==> src/rtl/sad_stream_pkg.sv <==
`default_nettype none

package sad_stream_pkg;

    localparam int SAMPLE_BITS = 8;

    typedef logic [SAMPLE_BITS-1:0] sample_t;

    // one reference position on its way down the lane chain
    typedef struct packed {
        logic    valid;
        logic    enable;     // mask bit, zero means skip this position
        logic    first;      // position 0, counter reloads
        logic    last;       // final position, match decided here
        sample_t ref_sample;
    } ref_step_t;

endpackage

`default_nettype wire

==> src/rtl/sad_cfg_pkg.sv <==
`default_nettype none

package sad_cfg_pkg;

    localparam int BYTECNT_BITS  = 7;  // enough to address 128 reference bytes
    localparam int REG_DATA_BITS = 8;
    localparam int WIDE_REG_BITS = 32; // threshold and status as seen on the bus

    // register addresses on the byte bus
    typedef enum logic [7:0] {
        SAD_REFERENCE         = 8'h00,
        SAD_REFEN             = 8'h01,
        SAD_THRESHOLD         = 8'h02,
        SAD_STATUS            = 8'h03,
        SAD_MULTIPLE_TRIGGERS = 8'h04,
        SAD_ALWAYS_ARMED      = 8'h05,
        SAD_REF_SAMPLES       = 8'h06,
        SAD_COUNTER_WIDTH     = 8'h07
    } sad_reg_e;

    typedef logic [REG_DATA_BITS-1:0] reg_byte_t;

    // mode bits written through the bus
    typedef struct packed {
        logic multiple_triggers;
        logic always_armed;
    } sad_mode_t;

    typedef struct packed {
        logic [15:0] num_triggers; // wraps after 65535 trigger edges
        logic        triggered;
    } trigger_status_t;

endpackage

`default_nettype wire
==> src/rtl/sad_regs.sv <==
`default_nettype none

module sad_regs #(
    parameter int ref_samples = 32,
    parameter int sad_width   = 16
) (
    input  wire                                            adc_sampleclk,
    input  wire                                            reset,
    input  wire sad_cfg_pkg::sad_reg_e                     reg_address,
    input  wire logic [sad_cfg_pkg::BYTECNT_BITS-1:0]      reg_bytecnt,
    input  wire sad_cfg_pkg::reg_byte_t                    reg_datai,
    input  wire                                            reg_read,
    input  wire                                            reg_write,
    input  wire sad_cfg_pkg::trigger_status_t              status,
    output sad_cfg_pkg::reg_byte_t                         reg_datao,
    output sad_stream_pkg::sample_t [ref_samples-1:0]      refsamples,
    output logic [ref_samples-1:0]                         refen,
    output logic [sad_width-2:0]                           threshold,
    output sad_cfg_pkg::sad_mode_t                         mode,
    output logic                                           clear_status
);

    localparam int BYTE_BITS   = sad_cfg_pkg::REG_DATA_BITS;
    localparam int WIDE_BITS   = sad_cfg_pkg::WIDE_REG_BITS;
    localparam int WIDE_BYTES  = 4;
    localparam int REFEN_BYTES = (ref_samples + 7) / 8;
    localparam logic [15:0] REF_SAMPLES_WORD = 16'(ref_samples);
    localparam logic [7:0]  COUNTER_WIDTH_BYTE = 8'(sad_width);

    logic [REFEN_BYTES*BYTE_BITS-1:0] refen_bytes; // padded up to whole bytes
    logic [WIDE_BITS-1:0] threshold_wide;
    logic [WIDE_BITS-1:0] threshold_wr;
    logic [WIDE_BITS-1:0] status_wide;
    logic status_wr;
    logic status_wr_d;

    assign refen = refen_bytes[ref_samples-1:0];

    assign threshold_wide = {{(WIDE_BITS-sad_width+1){1'b0}}, threshold};
    assign status_wide = {8'h00, status.num_triggers, 7'h00, status.triggered};

    // threshold with the addressed byte replaced
    always_comb begin
        threshold_wr = threshold_wide;
        threshold_wr[reg_bytecnt[1:0]*BYTE_BITS +: BYTE_BITS] = reg_datai;
    end

    assign status_wr = reg_write && (reg_address == sad_cfg_pkg::SAD_STATUS);

    always_comb begin
        reg_datao = '0;
        if (reg_read) begin
            case (reg_address)
                sad_cfg_pkg::SAD_REFERENCE:
                    if (reg_bytecnt < ref_samples)
                        reg_datao = refsamples[reg_bytecnt];
                sad_cfg_pkg::SAD_REFEN:
                    if (reg_bytecnt < REFEN_BYTES)
                        reg_datao = refen_bytes[reg_bytecnt*BYTE_BITS +: BYTE_BITS];
                sad_cfg_pkg::SAD_THRESHOLD:
                    if (reg_bytecnt < WIDE_BYTES)
                        reg_datao = threshold_wide[reg_bytecnt[1:0]*BYTE_BITS +: BYTE_BITS];
                sad_cfg_pkg::SAD_STATUS:
                    if (reg_bytecnt < WIDE_BYTES)
                        reg_datao = status_wide[reg_bytecnt[1:0]*BYTE_BITS +: BYTE_BITS];
                sad_cfg_pkg::SAD_MULTIPLE_TRIGGERS: reg_datao = {7'b0, mode.multiple_triggers};
                sad_cfg_pkg::SAD_ALWAYS_ARMED:      reg_datao = {7'b0, mode.always_armed};
                sad_cfg_pkg::SAD_REF_SAMPLES:
                    if (reg_bytecnt < 2)
                        reg_datao = REF_SAMPLES_WORD[reg_bytecnt[0]*BYTE_BITS +: BYTE_BITS];
                sad_cfg_pkg::SAD_COUNTER_WIDTH:     reg_datao = COUNTER_WIDTH_BYTE;
                default: ;
            endcase
        end
    end

    always_ff @(posedge adc_sampleclk) begin
        if (reset) begin
            refsamples   <= '0;
            refen_bytes  <= '1; // every position compared by default
            threshold    <= '0;
            mode         <= '0;
            status_wr_d  <= 1'b0;
            clear_status <= 1'b0;
        end else begin
            status_wr_d  <= status_wr;
            clear_status <= status_wr && !status_wr_d; // back-to-back writes give one pulse
            if (reg_write) begin
                case (reg_address)
                    sad_cfg_pkg::SAD_REFERENCE:
                        if (reg_bytecnt < ref_samples)
                            refsamples[reg_bytecnt] <= reg_datai;
                    sad_cfg_pkg::SAD_REFEN:
                        if (reg_bytecnt < REFEN_BYTES)
                            refen_bytes[reg_bytecnt*BYTE_BITS +: BYTE_BITS] <= reg_datai;
                    sad_cfg_pkg::SAD_THRESHOLD:
                        if (reg_bytecnt < WIDE_BYTES)
                            threshold <= threshold_wr[sad_width-2:0];
                    sad_cfg_pkg::SAD_MULTIPLE_TRIGGERS: mode.multiple_triggers <= reg_datai[0];
                    sad_cfg_pkg::SAD_ALWAYS_ARMED:      mode.always_armed <= reg_datai[0];
                    default: ;
                endcase
            end
        end
    end

    // combiner sees a single clear per status write burst
    a_clear_single: assert property (
        @(posedge adc_sampleclk) disable iff (reset)
        clear_status |=> !clear_status
    );

endmodule

`default_nettype wire

==> config.mk <==
export PLATFORM = sky130hd
export DESIGN_NAME = sad_regs
export DESIGN_NICKNAME = d
export VERILOG_FILES = /design/src/rtl/sad_stream_pkg.sv /design/src/rtl/sad_cfg_pkg.sv /design/src/rtl/sad_regs.sv
export SDC_FILE = /design/constraint.sdc
export NUM_CORES = 1
export LEC_CHECK = 0
export BUFFER_PORTS_ARGS = -buffer_cell sky130_fd_sc_hd__buf_2
export CORE_MARGIN = 2
export CORE_UTILIZATION = 30
export DETAILED_ROUTE_END_ITERATION = 16
export PLACE_DENSITY_LB_ADDON = 0.3
export SKIP_LAST_GASP = 1
export SYNTH_ARGS = -nofsm -noshare
export SYNTH_HDL_FRONTEND = slang
export SYNTH_SLANG_ARGS = --single-unit
==> constraint.sdc <==
create_clock -name adc_sampleclk -period 9.3 [get_ports adc_sampleclk]
set_clock_uncertainty 0.15 [all_clocks]
set_input_delay 2.325 -clock adc_sampleclk [delete_from_list [all_inputs] [get_ports adc_sampleclk]]
set_output_delay 2.325 -clock adc_sampleclk [all_outputs]
set_load 0.1 [all_outputs]
==> reports/qor.yml, run 1 <==
finalHoldViolCount: 0
place_ws_ns: 1.728
cts_setup_buffers: 0
drive_gt1_share_pct: 22.74
use_met3_pct: 5.470
wirelength_um: 69260
ir_drop_v: 0.0001104
grt_most_used_layer: "met2"
grt_pass1_wl_um: 99330
grt.total_usage_pct: 26.67
numPortBuffers: 357
synth-seq-area-share_pct: 42.49
dr.pass1.iters: 6
cts_hold_repair.buffers: 0
pwr-share-clk_pct: 51.1
slew_violations: 0
mostFrequentLayoutCells: "355 x buf_2, 307 x dfxtp_1, 291 x nand2_1, 272 x a21oi_1, 258 x o21ai_0"
coreArea_um2: 47650
grt_setup_unrepaired: "no"
clkLatencyLatePin_ns: 0.55
yosysWarnings: 0
cts.sinks: 307
fp-row-count: 80
tns_ns: 0
cts_root_buf: "clkbuf_16"
clkTransAtPathRegs_ns: 0.05
die_height_um: 223.6
intPower_mw: 2.295
worstSetupPathType: "in -> out"
ctsResizeCount: 0
power_mw: 2.992
synthCells: 1776
syn_area_um2: 14460
grt_pass1_vias: 14332
clk_path_buf_depth: 3
drc: 0
die_w_um: 223.6
htree_levels: 2
syn_area_per_cell_um2: 8.144
timing.fmax_mhz: 130.2
fin_crit_sh_pct: 82.60
ios: 358
wl_per_cell_um: 26.00
seq_power_share_pct: 44.0
hold_path_class: "reg -> reg"
final_nets: 2072
antenna_found_initial: 1
critical_path.max_fanout: 78
crit_path_end_kind: "output port"
cp.required_ns: 6.83
hpwl_um: 48680
async_reset_ff_share_pct: 0
grt_overflow: 0
slew_headroom_pct: 21.71
die-area_um2: 49990
power_density_nw_per_um2: 168.4
via_count: 15231
antennaDiodeCount: 0
grtUsageMet1_pct: 33.87
synth_edf_count: 0
layout_commonest_cell: "buf_2"
switching_share_pct: 23.29
ys_seq_elements: 307
drt_iter0_markers: 1790
syn2layout_area_growth_pct: 22.88
p_leak_nw: 7.112
start_kind: "input pin"
setup_violations: 0
fin_crit_ns: 7.682
gp_congestion: 0.9581
detail_route.vias_per_cell: 5.717
worst_hold_slack_ns: 0.2387
critical_path_arrival_ns: 5.21
cts_tree: "built"
grtUsageMet2_pct: 44.22
drv_cap: 0
synth_cell_type_count: 52
switching_power_mw: 0.6969
tightest_slew_ns: 1.174
start_util_pct: 30.36
ant_nets: 0
synth_ff_type: "dfxtp_1"
synth_nets: 1826
combPwrFrac_pct: 5.0
numCtsBuffers: 37
fin_ws_ns: 1.618
outcome: "finished clean"
grt_max_degree: 148
-- cells in the mapped netlist, types with 5 or more instances --
| master | instances | area (µm²) |
|---|---|---|
| a22o_1 | 6 | 52.55 |
| nor4_1 | 16 | 100.1 |
| mux4_2 | 8 | 180.2 |
| nand3_1 | 23 | 115.1 |
| mux2i_1 | 155 | 1551 |
| nand2b_1 | 27 | 168.9 |
| buf_2 | 28 | 140.1 |
| dfxtp_1 | 307 | 6146 |
| ha_1 | 6 | 75.07 |
| and3_1 | 13 | 81.33 |
| nand2_1 | 291 | 1092 |
| clkbuf_1 | 128 | 480.5 |
| inv_1 | 18 | 67.56 |
| buf_1 | 7 | 26.28 |
| nand4_2 | 5 | 62.56 |
| nand4_1 | 5 | 31.28 |
| o21ai_0 | 258 | 1291 |
| mux2_2 | 6 | 67.56 |
| or4_1 | 5 | 37.54 |
| a211o_1 | 10 | 87.58 |
| nand4bb_1 | 6 | 67.56 |
| nor2_1 | 52 | 195.2 |
| o22ai_1 | 71 | 444.2 |
| a21oi_1 | 272 | 1361 |
-- cell families after synthesis --
group | Yosys count | share of synthesized area (%)
adders and majority gates | 6 | 0.5190
muxes | 169 | 12.44
xor gates and xnor gates | 1 | 0.06056
and+or+nand+nor | 481 | 16.19
buffers and inverters | 183 | 5.095
DFF | 307 | 42.49
AOI/OAI and AO/OA | 629 | 23.21
-- stage by stage --
step / std cells / util, % / area (µm²)
CTS: 2664 / 37.30 / 17770
detailed placement: 2598 / 34.62 / 16490
global placement: 2598 / 34.62 / 16490
global route: 2664 / 37.30 / 17770
floorplan: 1776 / - / 14460
finish: 2664 / 37.30 / 17770
-- worst max-delay path, stage by stage --
cell and delay (ns):
clkbuf_8 0.63, buf_12 0.32, mux2i_1 0.40, o22ai_1 0.13
nor4_1 0.33, nand2_1 0.23, a221o_1 0.40, buf_2 0.29
-- area by class of cell --
type	count	area (µm²)
fillers	4937	29870
clock buffers	56	1120
clock inverters	10	160.2
inverters	18	67.56
multi-input cells	1286	7581
well taps	615	769.5
repair buffers	372	1929
flip-flops and latches	307	6146
-- sequential cells by signal, summed over array words and instances (netlist names) --
register	flops
status_wr_d	1
mode	2
refen	32
threshold	15
clear_status	1
refsamples	256
-- metal layers --
layer	share of wire [%]	vias to the layer above	wire [µm]
met5	0.019	-	13
met4	4.1	2	2834
met3	8.9	138	6173
met2	47	833	32820
met1	40	7435	27420
li1	-	6823	-
-- power by group through the flow --
stage	Sequential [mW]	Clock (mW)	Combinational, mW
2_1_floorplan	1.34	0	0.0958
3_5_place_dp	1.34	0	0.146
6_report	1.32	1.53	0.149
3_3_place_gp	1.34	0	0.145
5_1_grt	1.31	1.60	0.156
4_1_cts	1.32	1.55	0.146
-- final timing paths --
kind	slack, ns	to	from	depth (start not counted)
hold / removal	0.24	clear_status	status_wr_d	1
setup / recovery	1.62	reg_datao[0]	reg_bytecnt[0]	8
setup reg to reg	8.23	refsamples[112]	refsamples[112]	2
hold reg to reg	0.24	clear_status	status_wr_d	1
(Power assumes the default switching activity.)
==> run 2: changes to the inputs <==
Clock period 9.3 ns to 6.77 ns, I/O delays scaled along.
==> run 2 against run 1 <==
Compared with the run above:
- sequential power grew 37%
- sequential share of layout area shrank 0.12 points
- total power rose by 35%
- worst hold slack gained 0.0018 ns
- non-clock buffer count increased by 15
- global-route usage is 0.38 points lower
- critical path type unchanged
==> reports/qor.yml, run 2 (synthesized netlist as in run 1, its figures left out) <==
outcome: "finished clean"
via_count: 15223
r2r_end: "refsamples[43]"
r2r_setup_slack_ns: 5.71
switching_share_pct: 23.56
die_w_um: 223.6
grt_overflow: 0
coreArea_um2: 47650
place_ws_ns: 0.6855
setup_violations: 0
fin_ws_ns: 0.5935
post_dp_cell_area_um2: 16610
intPower_mw: 3.098
antenna_found_initial: 1
wl_per_cell_um: 25.82
fin_crit_sh_pct: 91.23
grt_pass1_vias: 14111
start_util_pct: 30.36
drc: 0
critical_path_arrival_ns: 4.33
hold_start: "status_wr_d"
cts_root_buf: "clkbuf_16"
tightest_slew_ns: 1.224
slew_violations: 0
syn2layout_area_growth_pct: 23.31
start_kind: "input pin"
numCtsBuffers: 37
fin_crit_ns: 6.176
final_nets: 2087
ctsResizeCount: 0
final_area_um2: 17840
power_mw: 4.053
antennaDiodeCount: 0
tns_ns: 0
die_height_um: 223.6
htree_levels: 2
gp_congestion: 0.9366
numPortBuffers: 357
pwr-share-clk_pct: 50.2
placed_cells: 2613
hpwl_um: 49310
slew_headroom_pct: 18.42
cp.required_ns: 4.93
ios: 358
worstSetupPathType: "in -> out"
seq_power_share_pct: 44.6
hold_end: "clear_status"
drv_cap: 0
multi_input_area_um2: 7581
crit_path_end_kind: "output port"
die-area_um2: 49990
cts.sinks: 307
nFillCells: 4988
ant_nets: 0
worstRegToRegCells: 2
switching_power_mw: 0.9550
regToRegStartpoint: "refsamples[43]"
drive_gt1_share_pct: 23.26
drt_iter0_markers: 1731
stdcell_count: 2674
seq_area_um2: 6146
grt_max_degree: 140
regMostFlops: "refsamples"
wirelength_um: 69040
layout_commonest_cell: "buf_2"
finalHoldViolCount: 0
fp-row-count: 80
cts_tree: "built"
grt.total_usage_pct: 26.30
detail_route.vias_per_cell: 5.693
power_density_nw_per_um2: 227.2
combPwrFrac_pct: 5.2
largest_reg_flops: 256
grt_pass1_wl_um: 97750
ir_drop_v: 0.0001352
timing.fmax_mhz: 161.9
grt_setup_unrepaired: "no"
p_leak_nw: 7.158
clkLatencyLatePin_ns: 0.55
clk_path_buf_depth: 3
cts_hold_repair.buffers: 0
critical_path.max_fanout: 38
cts_setup_buffers: 0
clkTransAtPathRegs_ns: 0.06
dr.pass1.iters: 6
mostFrequentLayoutCells: "355 x buf_2, 307 x dfxtp_1, 291 x nand2_1, 272 x a21oi_1, 258 x o21ai_0"
hold_path_class: "reg -> reg"
min_path_cells: 1
==> run 2: worst max path at each step <==
stage	from	endpoint	slack, ns	cells after the start
2_1_floorplan	reg_address[5]	reg_datao[0]	1.01	6
3_3_place_gp	reg_bytecnt[0]	reg_datao[4]	0.74	8
3_5_place_dp	reg_bytecnt[0]	reg_datao[4]	0.69	8
4_1_cts	reg_bytecnt[0]	reg_datao[4]	0.68	8
5_1_grt	reg_bytecnt[0]	reg_datao[4]	0.56	8
6_report	reg_bytecnt[0]	reg_datao[4]	0.59	8
==> run 2: final cells by class <==
class | count | share of cell area, %
Tap cell | 615 | 4.314
Clock inverter | 8 | 0.7436
Clock buffer | 53 | 6.152
Sequential cell | 307 | 34.46
Multi-Input combinational cell | 1286 | 42.50
Inverter | 18 | 0.3788
Timing Repair Buffer | 387 | 11.45
==> run 2: power by group through the flow <==
stage | sequential (mW) | combinational (mW) | clock [mW]
after detailed placement | 1.85 | 0.205 | 0
after floorplan | 1.85 | 0.132 | 0
after global placement | 1.85 | 0.203 | 0
final | 1.81 | 0.210 | 2.04
after CTS | 1.81 | 0.205 | 2.07
after global routing | 1.81 | 0.218 | 2.13
==> run 2: critical path: stages <==
cell and delay [ns]:
clkbuf_8 0.39, buf_4 0.34, mux2i_1 0.28, o22ai_1 0.12
nor4_1 0.55, nand2_1 0.22, a211o_1 0.37, buf_2 0.31
==> run 2: metal layers <==
| metal | up-vias | part of all wire [%] | track usage (%) |
|---|---|---|---|
| met3 | 128 | 8.1 | 5.352 |
| met5 | - | 0.023 | 0 |
| met4 | 2 | 4.1 | 11.14 |
| li1 | 6853 | - | - |
| met2 | 787 | 47 | 43.06 |
| met1 | 7453 | 41 | 33.67 |
==> run 2: stage by stage <==
stage,util (%),hold slack (ns)
5_1_grt,37.43,0.2732
3_5_place_dp,34.85,0.2343
2_1_floorplan,-,0.2174
3_3_place_gp,34.85,0.2276
4_1_cts,37.43,0.2412
6_report,37.43,0.2405
==> run 3: changes to the inputs <==
--- a/config.mk
+++ b/config.mk
@@ -11,5 +11,4 @@
 export DETAILED_ROUTE_END_ITERATION = 16
 export PLACE_DENSITY_LB_ADDON = 0.3
-export SKIP_LAST_GASP = 1
 export SYNTH_ARGS = -nofsm -noshare
 export SYNTH_HDL_FRONTEND = slang
==> constraint.sdc (replaced) <==
create_clock -name adc_sampleclk -period 6.77 [get_ports adc_sampleclk]
set_clock_uncertainty 0.15 [all_clocks]
set_input_delay 0.3385 -clock adc_sampleclk [delete_from_list [all_inputs] [get_ports adc_sampleclk]]
set_output_delay 0.3385 -clock adc_sampleclk [all_outputs]
set_load 0.1 [all_outputs]
==> run 3 against run 2 <==
Compared with the run above:
- sequential power about the same
- combinational power fell by 2%
- critical path depth unchanged
- clock power fell by 2%
- critical endpoint is now reg_datao[3]
- largest power group unchanged
==> reports/qor.yml, run 3 (synthesized netlist as in run 1, its figures left out) <==
outcome: "finished clean"
final_area_um2: 17680
timing.fmax_mhz: 247.7
fin_ws_ns: 2.732
slew_violations: 0
tightest_slew_ns: 1.189
grtUsageMet1_pct: 33.54
post_dp_cell_area_um2: 16480
hpwl_um: 46590
mostFrequentLayoutCells: "355 x buf_2, 307 x dfxtp_1, 291 x nand2_1, 272 x a21oi_1, 258 x o21ai_0"
die_w_um: 223.6
wirelength_um: 67130
coreArea_um2: 47650
slew_headroom_pct: 20.53
p_leak_nw: 7.072
worstRegToRegCells: 2
regToRegStartpoint: "refsamples[12]"
fin_crit_sh_pct: 59.64
cp.required_ns: 6.28
tns_ns: 0
setup_violations: 0
power_density_nw_per_um2: 226.2
grtUsageMet2_pct: 42.77
intPower_mw: 3.024
switching_power_mw: 0.9739
worstSetupPathType: "in -> out"
cp_num_buf_inv: 3
antenna_found_initial: 0
gp_congestion: 0.8876
finalHoldViolCount: 0
worst_path_dominant_cell_family: "buffers and inverters"
regMostFlops: "refsamples"
place_ws_ns: 2.728
wl_per_cell_um: 25.23
min_path_cells: 2
switching_share_pct: 24.36
cts_hold_repair.buffers: 0
pwr-share-clk_pct: 49.7
numCtsBuffers: 37
layout_commonest_cell: "buf_2"
critical_path.max_fanout: 76
fin_crit_ns: 4.038
cts_setup_buffers: 0
grt.total_usage_pct: 25.59
hold_path_class: "in -> reg"
via_count: 15080
grt_max_degree: 160
grt_most_used_layer: "met2"
ir_drop_v: 0.0001336
grt_overflow: 0
clk_path_buf_depth: 3
hold_start: "reg_write"
use_met3_pct: 5.102
drt_iter0_markers: 1739
htree_levels: 2
combPwrFrac_pct: 5.1
crit_path_top_delay_cell: "clkbuf_8"
detail_route.vias_per_cell: 5.669
grt_setup_unrepaired: "no"
critical_path_arrival_ns: 3.55
slowest_delay_ns: 0.63
start_kind: "input pin"
clkLatencyLatePin_ns: 0.55
cp_cell_sequence: "clkbuf_8, buf_12, mux2i_1, o22ai_1, nor4_1, nand2_1, a22o_1, buf_2"
r2r_setup_slack_ns: 5.74
ant_nets: 0
clkTransAtPathRegs_ns: 0.06
r2r_end: "refsamples[12]"
grt_pass1_wl_um: 95910
drc: 0
drv_cap: 0
die-area_um2: 49990
numPortBuffers: 357
cts_tree: "built"
dr.pass1.iters: 6
seq_power_share_pct: 45.2
ios: 358
final_nets: 2069
hold_end: "status_wr_d"
ctsResizeCount: 0
start_util_pct: 30.36
cts_root_buf: "clkbuf_16"
die_height_um: 223.6
crit_path_end_kind: "output port"
drive_gt1_share_pct: 22.74
grt_pass1_vias: 13963
fp-row-count: 80
cts.sinks: 307
antennaDiodeCount: 0
largest_reg_flops: 256
syn2layout_area_growth_pct: 22.22
==> run 3: changes by cell type in the layout (fill, tap and decap cells not counted), moves of 2 or more <==
cell	delta
buf_4	-19
clkinv_2	+7
bufinv_16	-2
clkbuf_8	-2
==> run 3: routing by layer <==
metal | wire, µm | share of wire [%]
met1 | 27650 | 41
met2 | 32110 | 48
met3 | 5593 | 8.3
met4 | 1772 | 2.6
met5 | 0 | 0
==> run 3: worst max path at each step <==
| stage | start | endpoint | depth (start not counted) |
|---|---|---|---|
| finish | reg_bytecnt[0] | reg_datao[3] | 8 |
| global route | reg_bytecnt[0] | reg_datao[0] | 8 |
| CTS | reg_bytecnt[0] | reg_datao[0] | 8 |
| detailed placement | reg_bytecnt[0] | refen[18] | 10 |
| global placement | reg_bytecnt[0] | reg_datao[0] | 8 |
| floorplan | reg_bytecnt[1] | refen[16] | 12 |
==> run 3: power groups by stage <==
stage	Sequential (mW)	Combinational, mW	Clock (mW)
detailed placement	1.85	0.202	0
global route	1.81	0.213	2.08
finish	1.81	0.205	1.99
floorplan	1.85	0.132	0
CTS	1.81	0.202	2.01
global placement	1.85	0.201	0
==> run 3: through the flow <==
stage / hold slack (ns) / utilization (%) / total power [mW] / std cells
6_report: 0.1186 / 37.10 / 3.998 / 2660
5_1_grt: 0.1025 / 37.10 / 4.103 / 2660
4_1_cts: 0.08718 / 37.10 / 4.020 / 2660
3_5_place_dp: 0.2584 / 34.60 / 2.048 / 2595
3_3_place_gp: 0.2460 / 34.60 / 2.048 / 2595
2_1_floorplan: 0.2174 / - / 1.978 / 1776
==> run 3: area by class of cell <==
| class | count | area, µm² |
|---|---|---|
| inverter | 18 | 67.56 |
| clock buffer | 52 | 1095 |
| tap | 615 | 769.5 |
| multi-input combinational | 1286 | 7581 |
| timing repair buffer | 369 | 1919 |
| sequential | 307 | 6146 |
| clock inverter | 13 | 100.1 |
| fill | 4986 | 29970 |
==> run 3: worst register-to-register path, cell delays in order, from the launching register on <==
cell and delay [ns]:
dfxtp_1 0.43, o21ai_0 0.15, a21oi_1 0.21
